===== src/obj_cfg_pkg.sv =====
// object engine configuration
// sizes of the frame table, the line table and the tile geometry

package obj_cfg_pkg;

    // frame table
    localparam int frame_aw   = 10;    // word address width
    localparam int entry_cnt  = 256;   // sprite entries per frame
    localparam int word_w     = 16;

    // line table
    localparam int line_slots = 128;   // slots per bank
    localparam int slot_words = 4;
    localparam int slot_aw    = $clog2(line_slots);

    // geometry
    localparam int tile_px    = 16;    // tile width and height
    localparam int vpos_w     = 9;
    localparam int nib_w      = 4;

    localparam logic [word_w-1:0] fill_word = '1; // marks an unused slot

endpackage


===== src/obj_types_pkg.sv =====
// object engine types
// table words, addresses, sprite entries and state encodings

package obj_types_pkg;
    import obj_cfg_pkg::*;

    typedef logic [word_w-1:0]       word_t;
    typedef logic [frame_aw-1:0]     frame_addr_t;
    typedef logic [vpos_w-1:0]       vpos_t;
    typedef logic [slot_aw+1:0]      line_addr_t;  // {slot, word}
    typedef logic [nib_w-1:0]        nib_t;

    // attr: tile_m 15:12, tile_n 11:8, vflip 6, hflip 5, palette 4:0
    typedef struct packed {
        word_t x;
        word_t y;
        word_t code;
        word_t attr;
    } obj_entry_t;

    typedef struct packed {
        logic inzone;
        nib_t m;     // tile row
        nib_t vsub;  // row within the tile, flip applied
    } vmatch_t;

    typedef enum logic [1:0] {
        fetch_idle,
        fetch_read,
        fetch_hold
    } fetch_st_e;

    typedef enum logic [1:0] {
        line_idle,
        line_wait,
        line_tile,
        line_fill
    } line_st_e;

endpackage


===== src/obj_frame_fetch.sv =====
// frame table fetch unit
// reads each sprite entry from the top of the table down and flags repeats

`timescale 1ns/10ps

module obj_frame_fetch
    import obj_cfg_pkg::*, obj_types_pkg::*;
(
    input  logic        clk,
    input  logic        rst,
    input  logic        scan_start,
    input  logic        next_entry,
    output frame_addr_t frame_addr,
    input  word_t       frame_data,
    output obj_entry_t  entry,
    output logic        entry_valid,
    output logic        repeated,
    output logic        last
);

    fetch_st_e  st;
    logic [2:0] step;      // read pipeline position
    obj_entry_t prev;
    logic       prev_ok;   // prev holds an entry of this scan
    logic       fetched;   // at least one entry assembled this scan

    assign entry_valid = (st == fetch_hold);
    assign repeated    = prev_ok && (entry == prev);
    assign last        = (st == fetch_hold) && (frame_addr[frame_aw-1:2] == '0);

    always_ff @(posedge clk, posedge rst) begin
        if (rst) begin
            st         <= fetch_idle;
            frame_addr <= '1;
            step       <= '0;
            prev_ok    <= 1'b0;
            fetched    <= 1'b0;
        end else begin
            if (scan_start) begin
                st         <= fetch_read;
                frame_addr <= frame_addr_t'(entry_cnt * slot_words - 1); // attr of entry 255
                step       <= '0;
                prev_ok    <= 1'b0;
                fetched    <= 1'b0;
            end else begin
                case (st)
                    fetch_read: begin
                        step <= step + 3'd1;
                        if (step < 3'd3)
                            frame_addr <= frame_addr - frame_addr_t'(1);
                        if (step == 3'd1)
                            prev_ok <= fetched;
                        if (step == 3'd4) begin
                            fetched <= 1'b1;
                            st      <= fetch_hold;
                        end
                    end
                    fetch_hold: begin
                        if (next_entry) begin
                            // 4k - 1 is the attr word of entry k - 1
                            frame_addr <= frame_addr - frame_addr_t'(1);
                            step       <= '0;
                            st         <= fetch_read;
                        end
                    end
                    default: ; // idle until the next scan
                endcase
            end
        end
    end

    // entry words arrive one clock after their address
    always_ff @(posedge clk) begin
        if (st == fetch_read) begin
            case (step)
                3'd1: begin
                    prev       <= entry;
                    entry.attr <= frame_data;
                end
                3'd2: entry.code <= frame_data;
                3'd3: entry.y    <= frame_data;
                3'd4: entry.x    <= frame_data;
                default: ;
            endcase
        end
    end

endmodule


===== config.mk =====
export PLATFORM = sky130hd
export DESIGN_NAME = obj_frame_fetch
export DESIGN_NICKNAME = d
export VERILOG_FILES = /design/src/obj_cfg_pkg.sv /design/src/obj_types_pkg.sv /design/src/obj_frame_fetch.sv
export SDC_FILE = /design/constraint.sdc
export NUM_CORES = 1
export LEC_CHECK = 0
export ABC_AREA = 1
export BUFFER_PORTS_ARGS = -buffer_cell sky130_fd_sc_hd__buf_4
export CORE_MARGIN = 4
export CORE_UTILIZATION = 44
export DETAILED_ROUTE_END_ITERATION = 6
export GPL_TIMING_DRIVEN = 0
export HOLD_SLACK_MARGIN = 0.02
export SLEW_MARGIN = 15
export SYNTH_ARGS = -nofsm -noshare
export SYNTH_HDL_FRONTEND = slang
export SYNTH_SLANG_ARGS = --single-unit

===== constraint.sdc =====
create_clock -name clk -period 5.2 [get_ports clk]
set_input_delay 1.3 -clock clk [delete_from_list [all_inputs] [get_ports clk]]
set_output_delay 1.3 -clock clk [all_outputs]
set_load 0.02 [all_outputs]

==> results by group, run 1 <==
Status
  • Status: complete, no violations

Setup path
  • WP data arrival: 1900 ps
  • CP Capture Type: output port
  • Bufs and invs on worst path: 1
  • CP required: 3900 ps
  • Crit-path most repeated cell: nor2_1
  • Critical-path cell list: nand2_1, o21ai_0, nor2_1, nand3_1, nor2_1, nand3_1, nor2_1, buf_4
  • CP delay by family, top: simple AND/OR/NAND/NOR gates
  • Critical Path Slowest Stage Cell: edfxtp_1
  • CP Class: reg2out
  • CP startpoint kind: flip-flop
  • Crit path max fanout: 4
  • Critical Path Stages: 8
  • Critical Path Max Stage Delay: 460 ps
  • Worst R2R Path Depth: 7

Route
  • DR DRC count: 0
  • DR iter-0 viols: 300
  • First-pass DRT Iterations: 5
  • Via count: 3711
  • Via density: 4.715
  • Routed length per placed instance: 15.20 µm
  • Routed Antenna Nets: 0
  • Final WL: 11960 µm

Clocking
  • CTS tree: done
  • Hold-fix buffers, CTS: 0
  • CTS clk-pin slew, worst paths: 60 ps
  • Post-cts sizing count: 0
  • CTS Root Buffer Type: clkbuf_16
  • Post-CTS setup buffers: 0
  • CTS Buf Count: 17
  • Clk_lat worst skew: 410 ps
  • CTS max path bufs: 2
  • Clk sinks: 145
  • H-tree Lvls: 4

Floorplan
  • Die height: 123.5 µm
  • Starting density of the core: 45.75%
  • Core area: 12820 µm²
  • Row cnt: 41
  • Die X: 123.5 µm
  • Die area: 15240 µm²
  • I/O Pins: 97

Power
  • Internal power: 2.959 mW
  • Switching power: 1.370 mW
  • Worst VDD drop: 0.2946 mV
  • Pleak: 3.175 nW
  • Pwr/cell area: 577.5 nW/µm²
  • Clk pwr share: 28.5%
  • Combinational share of power: 26.1%
  • Sw frac: 31.64%
  • Sequential share of power: 45.4%
  • Final Total Pwr: 4.329 mW

Synth
  • Number of synthesized register bits: 145
  • Register area share after synthesis: 72.98%
  • Top cell type by total area after synthesis: edfxtp_1
  • Yosys warns: 0
  • Post-synth top area share: 65.52%
  • Post-Syn Area: 5867 µm²
  • Mapped Cells: 483
  • Mean area per synthesized cell: 12.15 µm²
  • Synth top area cells: edfxtp_1, nand2_1, inv_1, dfstp_2, dfrtp_1
  • Yosys cell types: 28
  • Syn_nets: 508

Placement
  • I/O Buffers: 96
  • Placer Congestion: 0.8396
  • DP HPWL: 8563 µm

STA
  • Final setup violation count: 0
  • Slew Viols, Final: 0
  • Fin Clk Skew: 7.400 ps
  • RSZ-0062 raised after global routing: false
  • Worst rel slew slack: 36.16%
  • Final Hold Fails: 0
  • Crit path time final: 3203 ps
  • Fmax: 0.3122 GHz
  • Final period utilization: 61.61%
  • Worst slew pin tran: 956.6 ps

Global routing
  • Initial antenna violation count: 0
  • Largest net degree at the start of global routing: 29
  • Grt total ovfl: 0
  • Vias in the first global route: 3631
  • First-pass GRT wire length: 18780 µm
  • Gr usage total: 16.62%

Layout
  • Fillers: 1073
  • Share of post-route cells with drive strength above 1: 24.72%
  • Area Growth Syn to Fin: 27.77%
  • Multi-input gate area: 1237 µm²
  • Util after Layout: 58.45%
  • Nets@finish: 627
  • Sequential cell area: 4282 µm²
  • Antenna cells: 0

Hold path
  • Worst hold path type: reg2reg
  • Worst Hold Depth: 0

Run
  • Max Cap Violations: 0
## area by class of cell
class,instances,share of cell area [%]
plain buffers,1,0.2003
multi-input cells,245,16.51
clock inverters,9,1.335
well taps,172,2.871
inverters,92,4.607
flip-flops and latches,145,57.12
repair buffers,100,10.55
clock buffers,23,6.810
## synth_stat cells, drive strengths merged
| master | n |
|---|---|
| edfxtp | 128 |
| nand2 | 109 |
| inv | 92 |
| nor2 | 41 |
| o21ai | 25 |
| xnor2 | 20 |
| nand3 | 15 |
| dfstp | 10 |
| dfrtp | 7 |
| nand4 | 7 |
| o22ai | 7 |
| ha | 5 |
| xor2 | 5 |
| nor3 | 4 |
| a21oi | 2 |
| a31oi | 1 |
| buf | 1 |
| nand3b | 1 |
| nor4 | 1 |
| o211ai | 1 |
| o21a | 1 |
## flip-flops by register name (all words and copies together) (netlist names)
register    flops
entry          64
prev           64
frame_addr     10
step            3
st              2
fetched         1
prev_ok         1
## worst paths after layout
path / endpoint / slack (ps) / startpoint
setup / recovery: repeated / 2000 / entry[39]$_DFFE_PP_
hold / removal: prev[7]$_DFFE_PP_ / 480 / entry[7]$_DFFE_PP_
setup reg to reg: entry[11]$_DFFE_PP_ / 2950 / st[1]$_DFFE_PP0P_
hold reg to reg: prev[7]$_DFFE_PP_ / 480 / entry[7]$_DFFE_PP_
max in group asynchronous: step[1]$_DFFE_PP0P_ / 3780 / rst
min in group asynchronous: prev_ok$_DFFE_PP0P_ / 990 / rst
## cell families (layout without fill, tap and decap cells)
kind of cell | after synthesis | count (layout) | synth area share (%)
AND/OR/NAND/NOR | 178 | 178 | 12.50
flip-flops | 145 | 145 | 72.98
buffers and inverters | 93 | 225 | 6.142
AO/OA/AOI/OAI | 37 | 37 | 3.583
XOR/XNOR | 25 | 25 | 3.732
adder cells (fa/ha/maj) | 5 | 5 | 1.066
## layer usage
metal / vias to the layer above / share of wire [%] / GRT usage [%]
met1: 1770 / 45 / 22.18
met3: 9 / 6.6 / 5.352
met2: 106 / 47 / 25.89
met5: - / 0 / 0
li1: 1826 / - / -
met4: 0 / 1.0 / 5.467
## through the flow
step | cell area, µm² | worst slack, ps | setup TNS, ps | cells | hold slack [ps]
after detailed placement | 6885 | 2428 | 0 | 755 | 468.2
after CTS | 7496 | 1963 | 0 | 787 | 481.9
after global placement | 6803 | -1154 | -89850 | 751 | 469.0
final | 7496 | 1997 | 0 | 787 | 477.6
after floorplan | 5867 | 641.7 | 0 | 483 | 467.5
after global routing | 7496 | 1816 | 0 | 787 | 505.4
## cells in the final DEF (no fill, tap or decap), types with 3 or more instances in the layout
| cell | instances |
|---|---|
| edfxtp_1 | 128 |
| xor2_1 | 5 |
| dfrtp_1 | 7 |
| buf_8 | 3 |
| nand3_1 | 15 |
| dfstp_2 | 10 |
| nand4_1 | 7 |
| o21ai_0 | 23 |
| ha_1 | 5 |
| o22ai_1 | 7 |
| nor2_1 | 37 |
| nor2_2 | 3 |
| nand2_1 | 107 |
| buf_4 | 96 |
| xnor2_1 | 20 |
| inv_1 | 90 |
| nor3_1 | 3 |
| clkbuf_16 | 19 |
| clkinv_2 | 5 |
## power groups by stage
stage | logic, mW | clock network, mW | registers (mW)
floorplan | 0.566 | 0 | 2.11
global placement | 1.05 | 0 | 2.03
detailed placement | 1.15 | 0 | 1.99
CTS | 1.15 | 1.26 | 1.97
global route | 1.25 | 1.31 | 2.01
finish | 1.13 | 1.23 | 1.97
Note: power is estimated with default switching activity, not from simulation.
==> inputs of run 2 (changes only) <==
==> constraint.sdc (replaced) <==
create_clock -name clk -period 3.4 [get_ports clk]
set_input_delay 0.85 -clock clk [delete_from_list [all_inputs] [get_ports clk]]
set_output_delay 0.85 -clock clk [all_outputs]
set_load 0.02 [all_outputs]
==> results by group, run 2 (synthesized netlist as in run 1, its figures left out) <==
STA
  • Worst slew pin tran: 916.4 ps
  • Crit path time final: 2757 ps
  • Hold WS: 479.9 ps
  • Final setup violation count: 0
  • Slack of the critical path: 643.3 ps
  • Final period utilization: 81.08%
  • Final Hold Fails: 0
  • RSZ-0062 raised after global routing: false
  • Slew Viols, Final: 0
  • Worst rel slew slack: 38.84%
  • Fmax: 0.3627 GHz
  • Fin Clk Skew: 5.324 ps

Power
  • Pleak: 3.142 nW
  • Worst VDD drop: 0.4905 mV
  • Pwr/cell area: 871.5 nW/µm²
  • Final Total Pwr: 6.502 mW

Setup path
  • Crit path max fanout: 4
  • CP required: 2550 ps
  • CP startpoint kind: flip-flop
  • CP Capture Type: output port
  • WP data arrival: 1910 ps
  • CP Class: reg2out
  • Worst reg2reg setup slack: 1550 ps

Route
  • Via count: 3686
  • First-pass DRT Iterations: 4
  • DR iter-0 viols: 240
  • Via density: 4.684
  • Routed length per placed instance: 15.12 µm
  • DR DRC count: 0
  • Final WL: 11900 µm
  • Routed Antenna Nets: 0

Placement
  • Placed standard-cell area: 6909 µm²
  • Cell count after placement: 756
  • DP HPWL: 8611 µm
  • Dpl ws: 1085 ps
  • Placer Congestion: 0.8410
  • I/O Buffers: 96

Floorplan
  • Core area: 12820 µm²
  • Die height: 123.5 µm
  • I/O Pins: 97
  • Die X: 123.5 µm
  • Starting density of the core: 45.75%
  • Die area: 15240 µm²
  • Row cnt: 41

Layout
  • Final Non-Filler Cells: 787
  • Antenna cells: 0
  • Share of post-route cells with drive strength above 1: 24.39%
  • Commonest cells after routing, fill and taps aside: edfxtp_1, nand2_1, buf_4
  • Biggest regs: entry x64, prev x64, frame_addr x10
  • Commonest non-fill, non-tap cell in the layout: edfxtp_1
  • Nets@finish: 628
  • Area Growth Syn to Fin: 27.17%
  • Fin area: 7461 µm²

Clocking
  • Clk_lat worst skew: 410 ps
  • CTS Root Buffer Type: clkbuf_16
  • Hold-fix buffers, CTS: 0
  • Post-CTS setup buffers: 0
  • CTS tree: done
  • Clk sinks: 145
  • CTS clk-pin slew, worst paths: 60 ps
  • CTS max path bufs: 2
  • Post-cts sizing count: 0
  • CTS Buf Count: 17
  • H-tree Lvls: 4

Global routing
  • Gr usage total: 16.41%
  • Vias in the first global route: 3550
  • First-pass GRT wire length: 18350 µm
  • Largest net degree at the start of global routing: 29
  • Initial antenna violation count: 0
  • Grt total ovfl: 0

Run
  • Max Cap Violations: 0

Hold path
  • Worst hold path type: reg2reg

Status
  • Status: complete, no violations
-- run 2: changes by cell type in the layout (fill, tap and decap cells not counted) --
cell,delta
buf_16,+1
buf_6,+1
buf_8,-1
clkbuf_16,-2
clkbuf_8,-2
clkinv_1,+2
clkinv_2,-1
clkinvlp_4,+3
inv_4,-1
-- run 2: through the flow --
step | utilization [%] | TNS [ps]
final | 58.18 | 0
after global routing | 58.18 | 0
after CTS | 58.18 | 0
after detailed placement | 53.87 | 0
after global placement | 53.06 | -71820
after floorplan | - | 0
-- run 2: worst paths after layout --
| kind | start | to | depth (start not counted) |
|---|---|---|---|
| setup / recovery | entry[39]$_DFFE_PP_ | repeated | 8 |
| max in group asynchronous | rst | step[1]$_DFFE_PP0P_ | 2 |
| setup reg to reg | step[0]$_DFFE_PP0P_ | entry[53]$_DFFE_PP_ | 4 |
| min in group asynchronous | rst | st[1]$_DFFE_PP0P_ | 2 |
| hold / removal | entry[7]$_DFFE_PP_ | prev[7]$_DFFE_PP_ | 0 |
| hold reg to reg | entry[7]$_DFFE_PP_ | prev[7]$_DFFE_PP_ | 0 |
-- run 2: layout make-up --
cell class,instances,area [µm²]
Clock inverter,12,118.9
Inverter,92,345.3
Fill cell,1089,5364
Tap cell,172,215.2
Multi-Input combinational cell,245,1237
Timing Repair Buffer,101,814.5
Sequential cell,145,4282
Clock buffer,19,432.9
Buffer,1,15.01
-- run 2: metal layers --
metal	up-vias	wire, µm	global-route usage, %
met5	-	0	0
met4	0	142	6.090
met3	11	789	5.672
met2	93	5575	24.67
met1	1753	5389	22.16
li1	1829	-	-
-- run 2: where the power goes --
group          switching [mW]  internal [mW]  leakage, nW
clock network           0.667           1.06        0.263
registers               0.323           2.68         1.38
logic                    1.09          0.674         1.50
total                    2.08           4.42         3.14
-- run 2: critical path: stages, from the launching register on --
cell      delay, ps
edfxtp_1        440
nand2_1          90
o21ai_0          90
nor2_1          180
nand3_1         130
nor2_1          120
nand3_1          80
nor2_1          180
buf_4           180
