### config.mk
export PLATFORM = sky130hd
export DESIGN_NAME = obj_vmatch
export DESIGN_NICKNAME = d
export VERILOG_FILES = /design/src/obj_cfg_pkg.sv /design/src/obj_types_pkg.sv /design/src/obj_vmatch.sv
export SDC_FILE = /design/constraint.sdc
export NUM_CORES = 1
export LEC_CHECK = 0
export BUFFER_PORTS_ARGS = -buffer_cell sky130_fd_sc_hd__buf_2
export CORE_MARGIN = 2
export CORE_UTILIZATION = 32
export DETAILED_ROUTE_END_ITERATION = 16
export MAX_ROUTING_LAYER = met4
export PLACE_DENSITY = 0.9
export SYNTH_ARGS = -nofsm -noshare
export SYNTH_HDL_FRONTEND = slang
export SYNTH_SLANG_ARGS = --single-unit
### constraint.sdc
create_clock -name vclk -period 7.01
set_clock_uncertainty 0.1 [all_clocks]
set_input_delay 1.402 -clock vclk [all_inputs]
set_output_delay 1.402 -clock vclk [all_outputs]
set_load 0.05 [all_outputs]
### src/obj_cfg_pkg.sv
// object engine configuration
// sizes of the frame table, the line table and the tile geometry

package obj_cfg_pkg;

    // frame table
    localparam int frame_aw   = 10;    // word address width
    localparam int entry_cnt  = 256;   // sprite entries per frame
    localparam int word_w     = 16;

    // line table
    localparam int line_slots = 128;   // slots per bank
    localparam int slot_words = 4;
    localparam int slot_aw    = $clog2(line_slots);

    // geometry
    localparam int tile_px    = 16;    // tile width and height
    localparam int vpos_w     = 9;
    localparam int nib_w      = 4;

    localparam logic [word_w-1:0] fill_word = '1; // marks an unused slot

endpackage

### src/obj_types_pkg.sv
// object engine types
// table words, addresses, sprite entries and state encodings

package obj_types_pkg;
    import obj_cfg_pkg::*;

    typedef logic [word_w-1:0]       word_t;
    typedef logic [frame_aw-1:0]     frame_addr_t;
    typedef logic [vpos_w-1:0]       vpos_t;
    typedef logic [slot_aw+1:0]      line_addr_t;  // {slot, word}
    typedef logic [nib_w-1:0]        nib_t;

    // attr: tile_m 15:12, tile_n 11:8, vflip 6, hflip 5, palette 4:0
    typedef struct packed {
        word_t x;
        word_t y;
        word_t code;
        word_t attr;
    } obj_entry_t;

    typedef struct packed {
        logic inzone;
        nib_t m;     // tile row
        nib_t vsub;  // row within the tile, flip applied
    } vmatch_t;

    typedef enum logic [1:0] {
        fetch_idle,
        fetch_read,
        fetch_hold
    } fetch_st_e;

    typedef enum logic [1:0] {
        line_idle,
        line_wait,
        line_tile,
        line_fill
    } line_st_e;

endpackage

### src/obj_vmatch.sv
// vertical coverage test
// finds whether the sprite covers the scanline, and which tile row and sub-row

`timescale 1ns/10ps

module obj_vmatch
    import obj_cfg_pkg::*, obj_types_pkg::*;
(
    input  obj_entry_t entry,
    input  vpos_t      vrender,
    output vmatch_t    result
);

    vpos_t      row;    // line offset from the sprite top
    nib_t       tile_m;
    logic       vflip;
    logic [9:0] span;   // sprite height in lines

    assign tile_m = entry.attr[15:12];
    assign vflip  = entry.attr[6];

    always_comb begin
        row  = vrender - entry.y[vpos_w-1:0];  // wraps mod 512
        span = (10'(tile_m) + 10'd1) * 10'(tile_px);

        result.inzone = (10'(row) < span);
        result.m      = nib_t'(row >> 4);
        result.vsub   = row[3:0] ^ {nib_w{vflip}};
    end

endmodule

==> impl_metrics.py, run 1 <==
metrics = {
    "run_status": {
        "status": "finished, final reports clean",
    },
    "route": {
        "vias_per_cell": 4.802,
        "dr.pass1.iters": 2,
        "wl_per_cell_um": 9.784,
        "drtIter0Drc": 4,
        "drt-total-wl_um": 1086,
        "route.detailed.drc": 0,
        "antenna_left": 0,
        "vias": 533,
    },
    "setup_path": {
        "cp_slowest_cell": "fa_1",
        "crit_required_ns": 5.51,
        "end_kind": "output port",
        "cp_max_fo": 2,
        "cp_top_family": "adder cells",
        "worst_ep_arrival_time_ns": 3.75,
        "path_cells": "buf_2 -> ha_1 -> fa_1 -> nor2b_1 -> o21ai_0 -> a21boi_1 -> nor2_1 -> xnor2_1 -> ha_1 -> o21a_1 -> o31ai_1 -> o2bb2ai_1 -> buf_2",
        "slowest_delay_ns": 0.42,
        "crit_type": "in -> out",
        "crit_buf_inv": 2,
        "worstSetupStartpointType": "input port",
    },
    "die": {
        "dieHeight_um": 44.24,
        "io-pin-count": 82,
        "initial_utilization_pct": 34.39,
        "rows": 14,
        "die_w_um": 44.24,
        "dieArea_mm2": 0.001957,
        "fp.coreArea_mm2": 0.001506,
    },
    "layout": {
        "final_nets": 184,
        "antennaDiodeCount": 0,
        "syn2layout_area_growth_pct": 34.78,
        "regArea_um2": 0,
        "drive_gt1_share_pct": 37.89,
        "fillers": 150,
        "seq_cell_count": 0,
        "clock_buffers": 0,
    },
    "placement": {
        "place_ws_ns": 1.721,
        "routabilityCongestion": 0.6867,
        "dpl.hpwl_um": 1066,
        "io_buffers": 32,
    },
    "grt": {
        "grt_pass1_vias": 515,
        "grt_max_degree": 5,
        "grt_overflow": 0,
        "track_usage_pct": 12.42,
        "grt_first_pass_wirelength_um": 1876,
        "antenna_found_initial": 0,
    },
    "synth": {
        "synthesis.area_um2": 518.0,
        "ys_types": 23,
        "synth_warnings": 0,
        "ys_seq_area_share_pct": 0,
        "synth_area_per_cell_um2": 8.222,
        "synth_nets": 150,
        "synthCells": 63,
    },
    "power": {
        "switchingPower_uw": 79.83,
        "powerDensity_mw_per_mm2": 173.0,
        "pwr-share-clk_pct": 0,
        "finalPower_uw": 120.8,
        "p_int_uw": 40.98,
        "power_frac_seq_pct": 0,
        "swShare_pct": 66.08,
        "share_comb_of_total_power_pct": 100.0,
        "p_leak_nw": 0.3885,
        "peakVddDrop_mv": 0.09061,
    },
    "timing": {
        "slew_headroom_pct": 74.81,
        "finalCriticalPeriod_ns": 5.248,
        "rsz0062_at_grt": "false",
        "finalHoldViolCount": 0,
        "finalWorstSetupSlack_ns": 1.762,
        "max_freq_mhz": 190.6,
        "drv_slew": 0,
        "finalSetupViolations": 0,
        "worstMarginPinSlew_ns": 0.3730,
        "fin_tns_setup_ns": 0,
        "period_share_pct": 74.86,
    },
    "cts": {
        "hold_buffers": 0,
        "cts_resized": 0,
        "cts_setup_buffers": 0,
    },
    "job": {
        "drv_cap": 0,
    },
    "hold_path": {
        "hold_class": "in -> out",
    },
}
[worst min-delay path, cell delays in order]
cell and delay, ns:
buf_2 0.14, xnor2_1 0.07, buf_2 0.20
[cell usage after synthesis]
library cell,instances,area share (%)
a21boi_1,1,1.4
a21o_1,1,1.4
a21oi_1,2,1.9
a221o_2,1,2.2
and2_2,1,1.4
fa_1,1,3.9
ha_1,13,31
inv_1,10,7.2
nand2b_1,1,1.2
nand3_1,2,1.9
nor2_1,2,1.4
nor2b_1,1,1.2
nor2b_4,1,2.7
nor3_1,1,0.97
o21a_1,3,4.3
o21ai_0,3,2.9
o2bb2ai_1,1,1.7
o31ai_1,1,1.4
o31ai_2,1,2.4
o41ai_1,1,1.7
or2b_1,1,1.4
xnor2_1,10,17
xor2_1,4,6.8
[logic make-up after synthesis]
| logic type | count (synthesis) | synth area share, % |
|---|---|---|
| AOI/OAI and AO/OA | 15 | 21.50 |
| xor gates and xnor gates | 14 | 23.67 |
| adders and majority gates | 14 | 35.27 |
| and+or+nand+nor | 10 | 12.32 |
| buffers and inverters | 10 | 7.247 |
[placed cells by master, fill, tap and decap left out]
cell type / synthesis / layout
or2b_1: 1 / 1
buf_2: 0 / 32
o41ai_1: 1 / 1
a21boi_1: 1 / 1
fa_1: 1 / 1
o21a_1: 3 / 3
ha_1: 13 / 13
nand2b_1: 1 / 1
a21o_1: 1 / 1
o31ai_1: 1 / 1
nor2b_4: 1 / 1
nor3_1: 1 / 1
inv_1: 10 / 10
o21ai_0: 3 / 3
a21oi_1: 2 / 2
xnor2_1: 10 / 10
nor2b_1: 1 / 1
xor2_1: 4 / 4
nor2_1: 2 / 2
a221o_2: 1 / 1
nand3_1: 2 / 2
o31ai_2: 1 / 1
o2bb2ai_1: 1 / 1
and2_2: 1 / 1
[per-layer routing]
metal	share of wire [%]	vias up	GRT usage (%)	wire (um)
met2	53	23	25.00	576
met5	0	-	-	0
met1	39	228	13.69	422
met3	8.0	0	1.224	87
li1	-	282	-	-
met4	0	0	0	0
[path summary, 6_finish.rpt]
| kind | startpoint | endpoint | slack [ns] | cells after the start |
|---|---|---|---|---|
| worst min-delay path | entry[6] | result[0] | 3.12 | 3 |
| worst max-delay path | entry[32] | result[8] | 1.76 | 13 |
[metrics by stage]
step | hold slack, ns | cell area, um2 | utilization (%) | cells
floorplan | 2.987 | 518.0 | - | 63
global placement | 3.112 | 698.2 | 46.35 | 111
detailed placement | 3.131 | 698.2 | 46.35 | 111
CTS | 3.130 | 698.2 | 46.35 | 111
global route | 3.148 | 698.2 | 46.35 | 111
finish | 3.121 | 698.2 | 46.35 | 111
[power groups by stage]
| stage | registers (mW) | clock network [mW] | logic [mW] |
|---|---|---|---|
| floorplan | 0 | 0 | 0.0936 |
| detailed placement | 0 | 0 | 0.122 |
| finish | 0 | 0 | 0.121 |
| CTS | 0 | 0 | 0.122 |
| global route | 0 | 0 | 0.130 |
| global placement | 0 | 0 | 0.118 |
[cell type report]
class	instances	area (um2)	area share, %
repair buffers	32	160.2	22.94
inverters	10	37.54	5.376
multi-input cells	53	480.5	68.82
well taps	16	20.02	2.867
Note: power is estimated with default switching activity, not from simulation.
==> run 2: changes to the inputs <==
ABC_AREA = 1   (was not set)
CORE_ASPECT_RATIO = 1.5   (was not set)
CORE_UTILIZATION = 30   (was 32)
PLACE_DENSITY = 0.82   (was 0.9)
clock period = 4.75 ns   (was 7.01 ns; I/O delays follow)
==> impl_metrics.py, run 2 <==
metrics = {
    "placement": {
        "routabilityCongestion": 0.7793,
        "place_ws_ns": 0.5127,
        "dpl.hpwl_um": 1222,
        "io_buffers": 32,
        "postPlaceCellArea_um2": 799.5,
    },
    "timing": {
        "slew_headroom_pct": 83.07,
        "fin_tns_setup_ns": 0,
        "drv_slew": 0,
        "rsz0062_at_grt": "false",
        "finalHoldViolCount": 0,
        "finalWorstSetupSlack_ns": 0.5394,
        "hold_slack_ns": 2.210,
        "finalSetupViolations": 0,
        "max_freq_mhz": 237.5,
        "period_share_pct": 88.64,
        "worstMarginPinSlew_ns": 0.2558,
        "finalCriticalPeriod_ns": 4.211,
    },
    "cts": {
        "cts_setup_buffers": 0,
        "cts_resized": 0,
        "hold_buffers": 0,
    },
    "setup_path": {
        "crit_required_ns": 3.70,
        "worstSetupStartpointType": "input port",
        "cp_max_fo": 2,
        "worst_ep_arrival_time_ns": 3.16,
        "crit_type": "in -> out",
        "end_kind": "output port",
    },
    "route": {
        "dr.pass1.iters": 2,
        "drt-total-wl_um": 1322,
        "highest_layer": "met3",
        "wl_per_cell_um": 8.211,
        "wl_met1_um": 513,
        "met2_length_um": 693,
        "route.met3.wl_um": 115,
        "drtIter0Drc": 4,
        "route.detailed.drc": 0,
        "antenna_left": 0,
        "vias": 720,
        "vias_per_cell": 4.472,
    },
    "synth": {
        "synthesis.area_um2": 611.8,
        "synth_nets": 194,
        "synth_warnings": 0,
        "yosys.area.top_type": "ha_1",
        "ys_types": 14,
        "synth_top_area_share_pct": 26.58,
        "yosys-top-cells-area": "ha_1, nand2_1, inv_1",
        "synth.most_common_cell": "nand2_1",
        "ys_seq_area_share_pct": 0,
        "synth_common_cells": "nand2_1, inv_1, ha_1, nand3_1, nor2_1",
        "synthCells": 107,
        "synth_area_per_cell_um2": 5.718,
    },
    "grt": {
        "grt_max_degree": 6,
        "grt_first_pass_wirelength_um": 2152,
        "grt_pass1_vias": 623,
        "track_usage_pct": 12.06,
        "grt_overflow": 0,
        "antenna_found_initial": 0,
    },
    "layout": {
        "mostFrequentLayoutCells": "buf_2, nand2_1, inv_1, ha_1, nand3_1",
        "clock_buffers": 0,
        "multi_input_area_um2": 514.2,
        "utilization_pct": 40.44,
        "finish.instance_area_um2": 799.5,
        "syn2layout_area_growth_pct": 30.67,
        "final_nets": 228,
        "seq_cell_count": 0,
        "layout_commonest_cell": "buf_2",
        "antennaDiodeCount": 0,
        "fillers": 223,
        "drive_gt1_share_pct": 24.46,
        "regArea_um2": 0,
    },
    "hold_path": {
        "hold_class": "in -> out",
        "min_to": "result[0]",
        "holdCritStartpoint": "entry[6]",
        "holdPathStages": 3,
    },
    "power": {
        "p_int_uw": 50.59,
        "p_leak_nw": 0.5213,
        "switchingPower_uw": 112.0,
        "power_frac_seq_pct": 0,
        "powerDensity_mw_per_mm2": 203.4,
        "share_comb_of_total_power_pct": 100.0,
        "swShare_pct": 68.89,
        "pwr-share-clk_pct": 0,
        "peakVddDrop_mv": 0.08176,
    },
    "die": {
        "initial_utilization_pct": 30.95,
        "io-pin-count": 82,
        "dieArea_mm2": 0.002424,
        "dieHeight_um": 59.31,
        "fp.coreArea_mm2": 0.001977,
        "rows": 20,
        "die_w_um": 40.88,
    },
    "job": {
        "drv_cap": 0,
    },
    "run_status": {
        "status": "finished, final reports clean",
    },
}
## run 2: changes by cell type after synthesis, moves of 4 or more
cell and delta:
nand2_1 +29, nor2_1 +5, nand3_1 +9, inv_1 +16, xnor2_1 -4
## run 2: routing by layer
metal	track usage [%]	vias to the layer above
li1	-	395
met1	12.84	301
met2	23.88	24
met3	0.3759	0
met4	0	0
met5	-	-
## run 2: layout make-up
type                       count  share of cell area [%]
timing repair buffer          32                   20.03
tap                           22                   3.443
multi-input combinational     81                   64.32
inverter                      26                   12.21
## run 2: how the worst max path moves through the flow
stage          startpoint   endpoint  slack, ns
2_1_floorplan  vrender[0]  result[8]       0.06
3_3_place_gp    entry[32]  result[8]       0.54
3_5_place_dp    entry[32]  result[8]       0.51
4_1_cts         entry[32]  result[8]       0.51
5_1_grt        vrender[0]  result[8]       0.36
6_report        entry[32]  result[8]       0.54
## run 2: through the flow
stage | std cells | power (mW)
global placement | 161 | 0.1614
global route | 161 | 0.1816
CTS | 161 | 0.1645
detailed placement | 161 | 0.1639
floorplan | 107 | 0.1260
finish | 161 | 0.1626
## run 2: kinds of logic after synthesis
group,Yosys count,share of synthesized area (%)
compound gates,9,8.385
xor+xnor,9,12.88
fa+ha+maj,14,29.86
buf+inv,26,15.95
simple gates,49,32.92
## run 2: power by group through the flow
stage	logic (mW)	registers (mW)	clock network [mW]
floorplan	0.126	0	0
global placement	0.161	0	0
detailed placement	0.164	0	0
CTS	0.165	0	0
global route	0.182	0	0
finish	0.163	0	0
## run 2: worst max-delay path, stage by stage
cell	delay [ns]
buf_2	0.10
ha_1	0.23
fa_1	0.42
inv_1	0.09
nand3_1	0.08
nand2_1	0.10
nand3_1	0.10
nand3_1	0.08
nand2_1	0.08
ha_1	0.31
a21oi_1	0.13
o21ai_0	0.08
a21oi_1	0.13
buf_2	0.28
==> run 3: changes to the inputs <==
ABC_AREA = not set   (was 1)
CORE_ASPECT_RATIO = not set   (was 1.5)
CORE_UTILIZATION = 27   (was 30)
PLACE_DENSITY = 0.89   (was 0.82)
RECOVER_POWER = 50   (was not set)
==> impl_metrics.py, run 3 (synthesis gave the netlist of run 1 again) <==
metrics = {
    "setup_path": {
        "crit_required_ns": 3.70,
        "cp.depth": 13,
        "end_kind": "output port",
        "crit_buf_inv": 2,
        "crit_type": "in -> out",
        "cp_slowest_cell": "fa_1",
        "worst_ep_arrival_time_ns": 3.35,
        "cp_max_fo": 2,
        "slowest_delay_ns": 0.42,
        "cp_top_family": "adder cells",
        "path_cells": "buf_2 -> ha_1 -> fa_1 -> nor2b_1 -> o21ai_0 -> a21boi_1 -> nor2_1 -> xnor2_2 -> ha_1 -> o21a_1 -> o31ai_1 -> o2bb2ai_2 -> buf_2",
        "worstSetupStartpointType": "input port",
    },
    "route": {
        "vias_per_cell": 4.608,
        "vias": 553,
        "route.detailed.drc": 0,
        "dr.pass1.iters": 2,
        "drtIter0Drc": 3,
        "antenna_left": 0,
        "wl_per_cell_um": 9.942,
        "drt-total-wl_um": 1193,
    },
    "layout": {
        "multi_input_area_um2": 494.2,
        "fillers": 193,
        "antennaDiodeCount": 0,
        "syn2layout_area_growth_pct": 38.65,
        "drive_gt1_share_pct": 35.79,
        "seq_cell_count": 0,
        "clock_buffers": 0,
        "final_nets": 184,
        "regArea_um2": 0,
        "utilization_pct": 40.71,
        "layout_commonest_cell": "buf_2",
        "mostFrequentLayoutCells": "buf_2, ha_1, inv_1, xnor2_1",
    },
    "timing": {
        "max_freq_mhz": 227.3,
        "fin_tns_setup_ns": 0,
        "worstMarginPinSlew_ns": 0.5926,
        "slew_headroom_pct": 60.66,
        "finalCriticalPeriod_ns": 4.400,
        "finalSetupViolations": 0,
        "period_share_pct": 92.62,
        "finalHoldViolCount": 0,
        "rsz0062_at_grt": "false",
        "drv_slew": 0,
    },
    "power": {
        "p_leak_nw": 0.3849,
        "switchingPower_uw": 121.1,
        "swShare_pct": 66.49,
        "finalPower_uw": 182.1,
        "pwr-share-clk_pct": 0,
        "power_frac_seq_pct": 0,
        "share_comb_of_total_power_pct": 100.0,
        "peakVddDrop_mv": 0.1537,
        "powerDensity_mw_per_mm2": 253.6,
        "p_int_uw": 61.03,
    },
    "die": {
        "fp.coreArea_mm2": 0.001764,
        "dieArea_mm2": 0.002285,
        "rows": 15,
        "dieHeight_um": 47.80,
        "die_w_um": 47.80,
        "initial_utilization_pct": 29.36,
        "io-pin-count": 82,
    },
    "placement": {
        "routabilityCongestion": 0.6482,
        "io_buffers": 32,
        "dpl.hpwl_um": 1157,
    },
    "grt": {
        "grt_first_pass_wirelength_um": 1890,
        "grt_overflow": 0,
        "track_usage_pct": 11.47,
        "grt_max_degree": 5,
        "grt_pass1_vias": 510,
        "antenna_found_initial": 0,
    },
    "hold_path": {
        "min_to": "result[0]",
        "hold_class": "in -> out",
        "holdCritStartpoint": "entry[6]",
        "holdPathStages": 3,
    },
    "cts": {
        "hold_buffers": 0,
        "cts_resized": 0,
        "cts_setup_buffers": 0,
    },
    "job": {
        "drv_cap": 0,
    },
    "run_status": {
        "status": "finished, final reports clean",
    },
}
run 3: layer usage:
layer  vias up  part of all wire, %  global-route usage (%)
met3         0                  9.6                   1.132
met5         -                    0                       -
met2        26                   50                   22.13
met1       243                   41                   13.39
met4         0                    0                       0
li1        284                    -                       -
run 3: through the flow:
step / hold slack, ns / instances / worst slack, ns / cell area [um2]
floorplan: 2.083 / 63 / 0.04020 / 531.8
global placement: 2.207 / 120 / 0.4325 / 723.2
detailed placement: 2.222 / 120 / 0.3370 / 723.2
CTS: 2.223 / 120 / 0.3384 / 723.2
global route: 2.326 / 120 / 0.1995 / 718.2
finish: 2.298 / 120 / 0.3503 / 718.2
run 3: how the worst max path moves through the flow:
stage	from	end	slack (ns)
2_1_floorplan	entry[35]	result[8]	0.04
3_3_place_gp	entry[32]	result[8]	0.43
3_5_place_dp	entry[32]	result[8]	0.34
4_1_cts	entry[32]	result[8]	0.34
5_1_grt	vrender[0]	result[8]	0.20
6_report	entry[32]	result[8]	0.35
run 3: power groups by stage:
stage	Clock, mW	Sequential [mW]	Combinational, mW
4_1_cts	0	0	0.187
5_1_grt	0	0	0.198
3_5_place_dp	0	0	0.186
6_report	0	0	0.182
2_1_floorplan	0	0	0.144
3_3_place_gp	0	0	0.181
run 3: final cells by class:
class | instances | share of cell area [%]
Timing Repair Buffer | 32 | 21.60
Multi-Input combinational cell | 53 | 68.82
Tap cell | 25 | 4.355
Inverter | 10 | 5.226
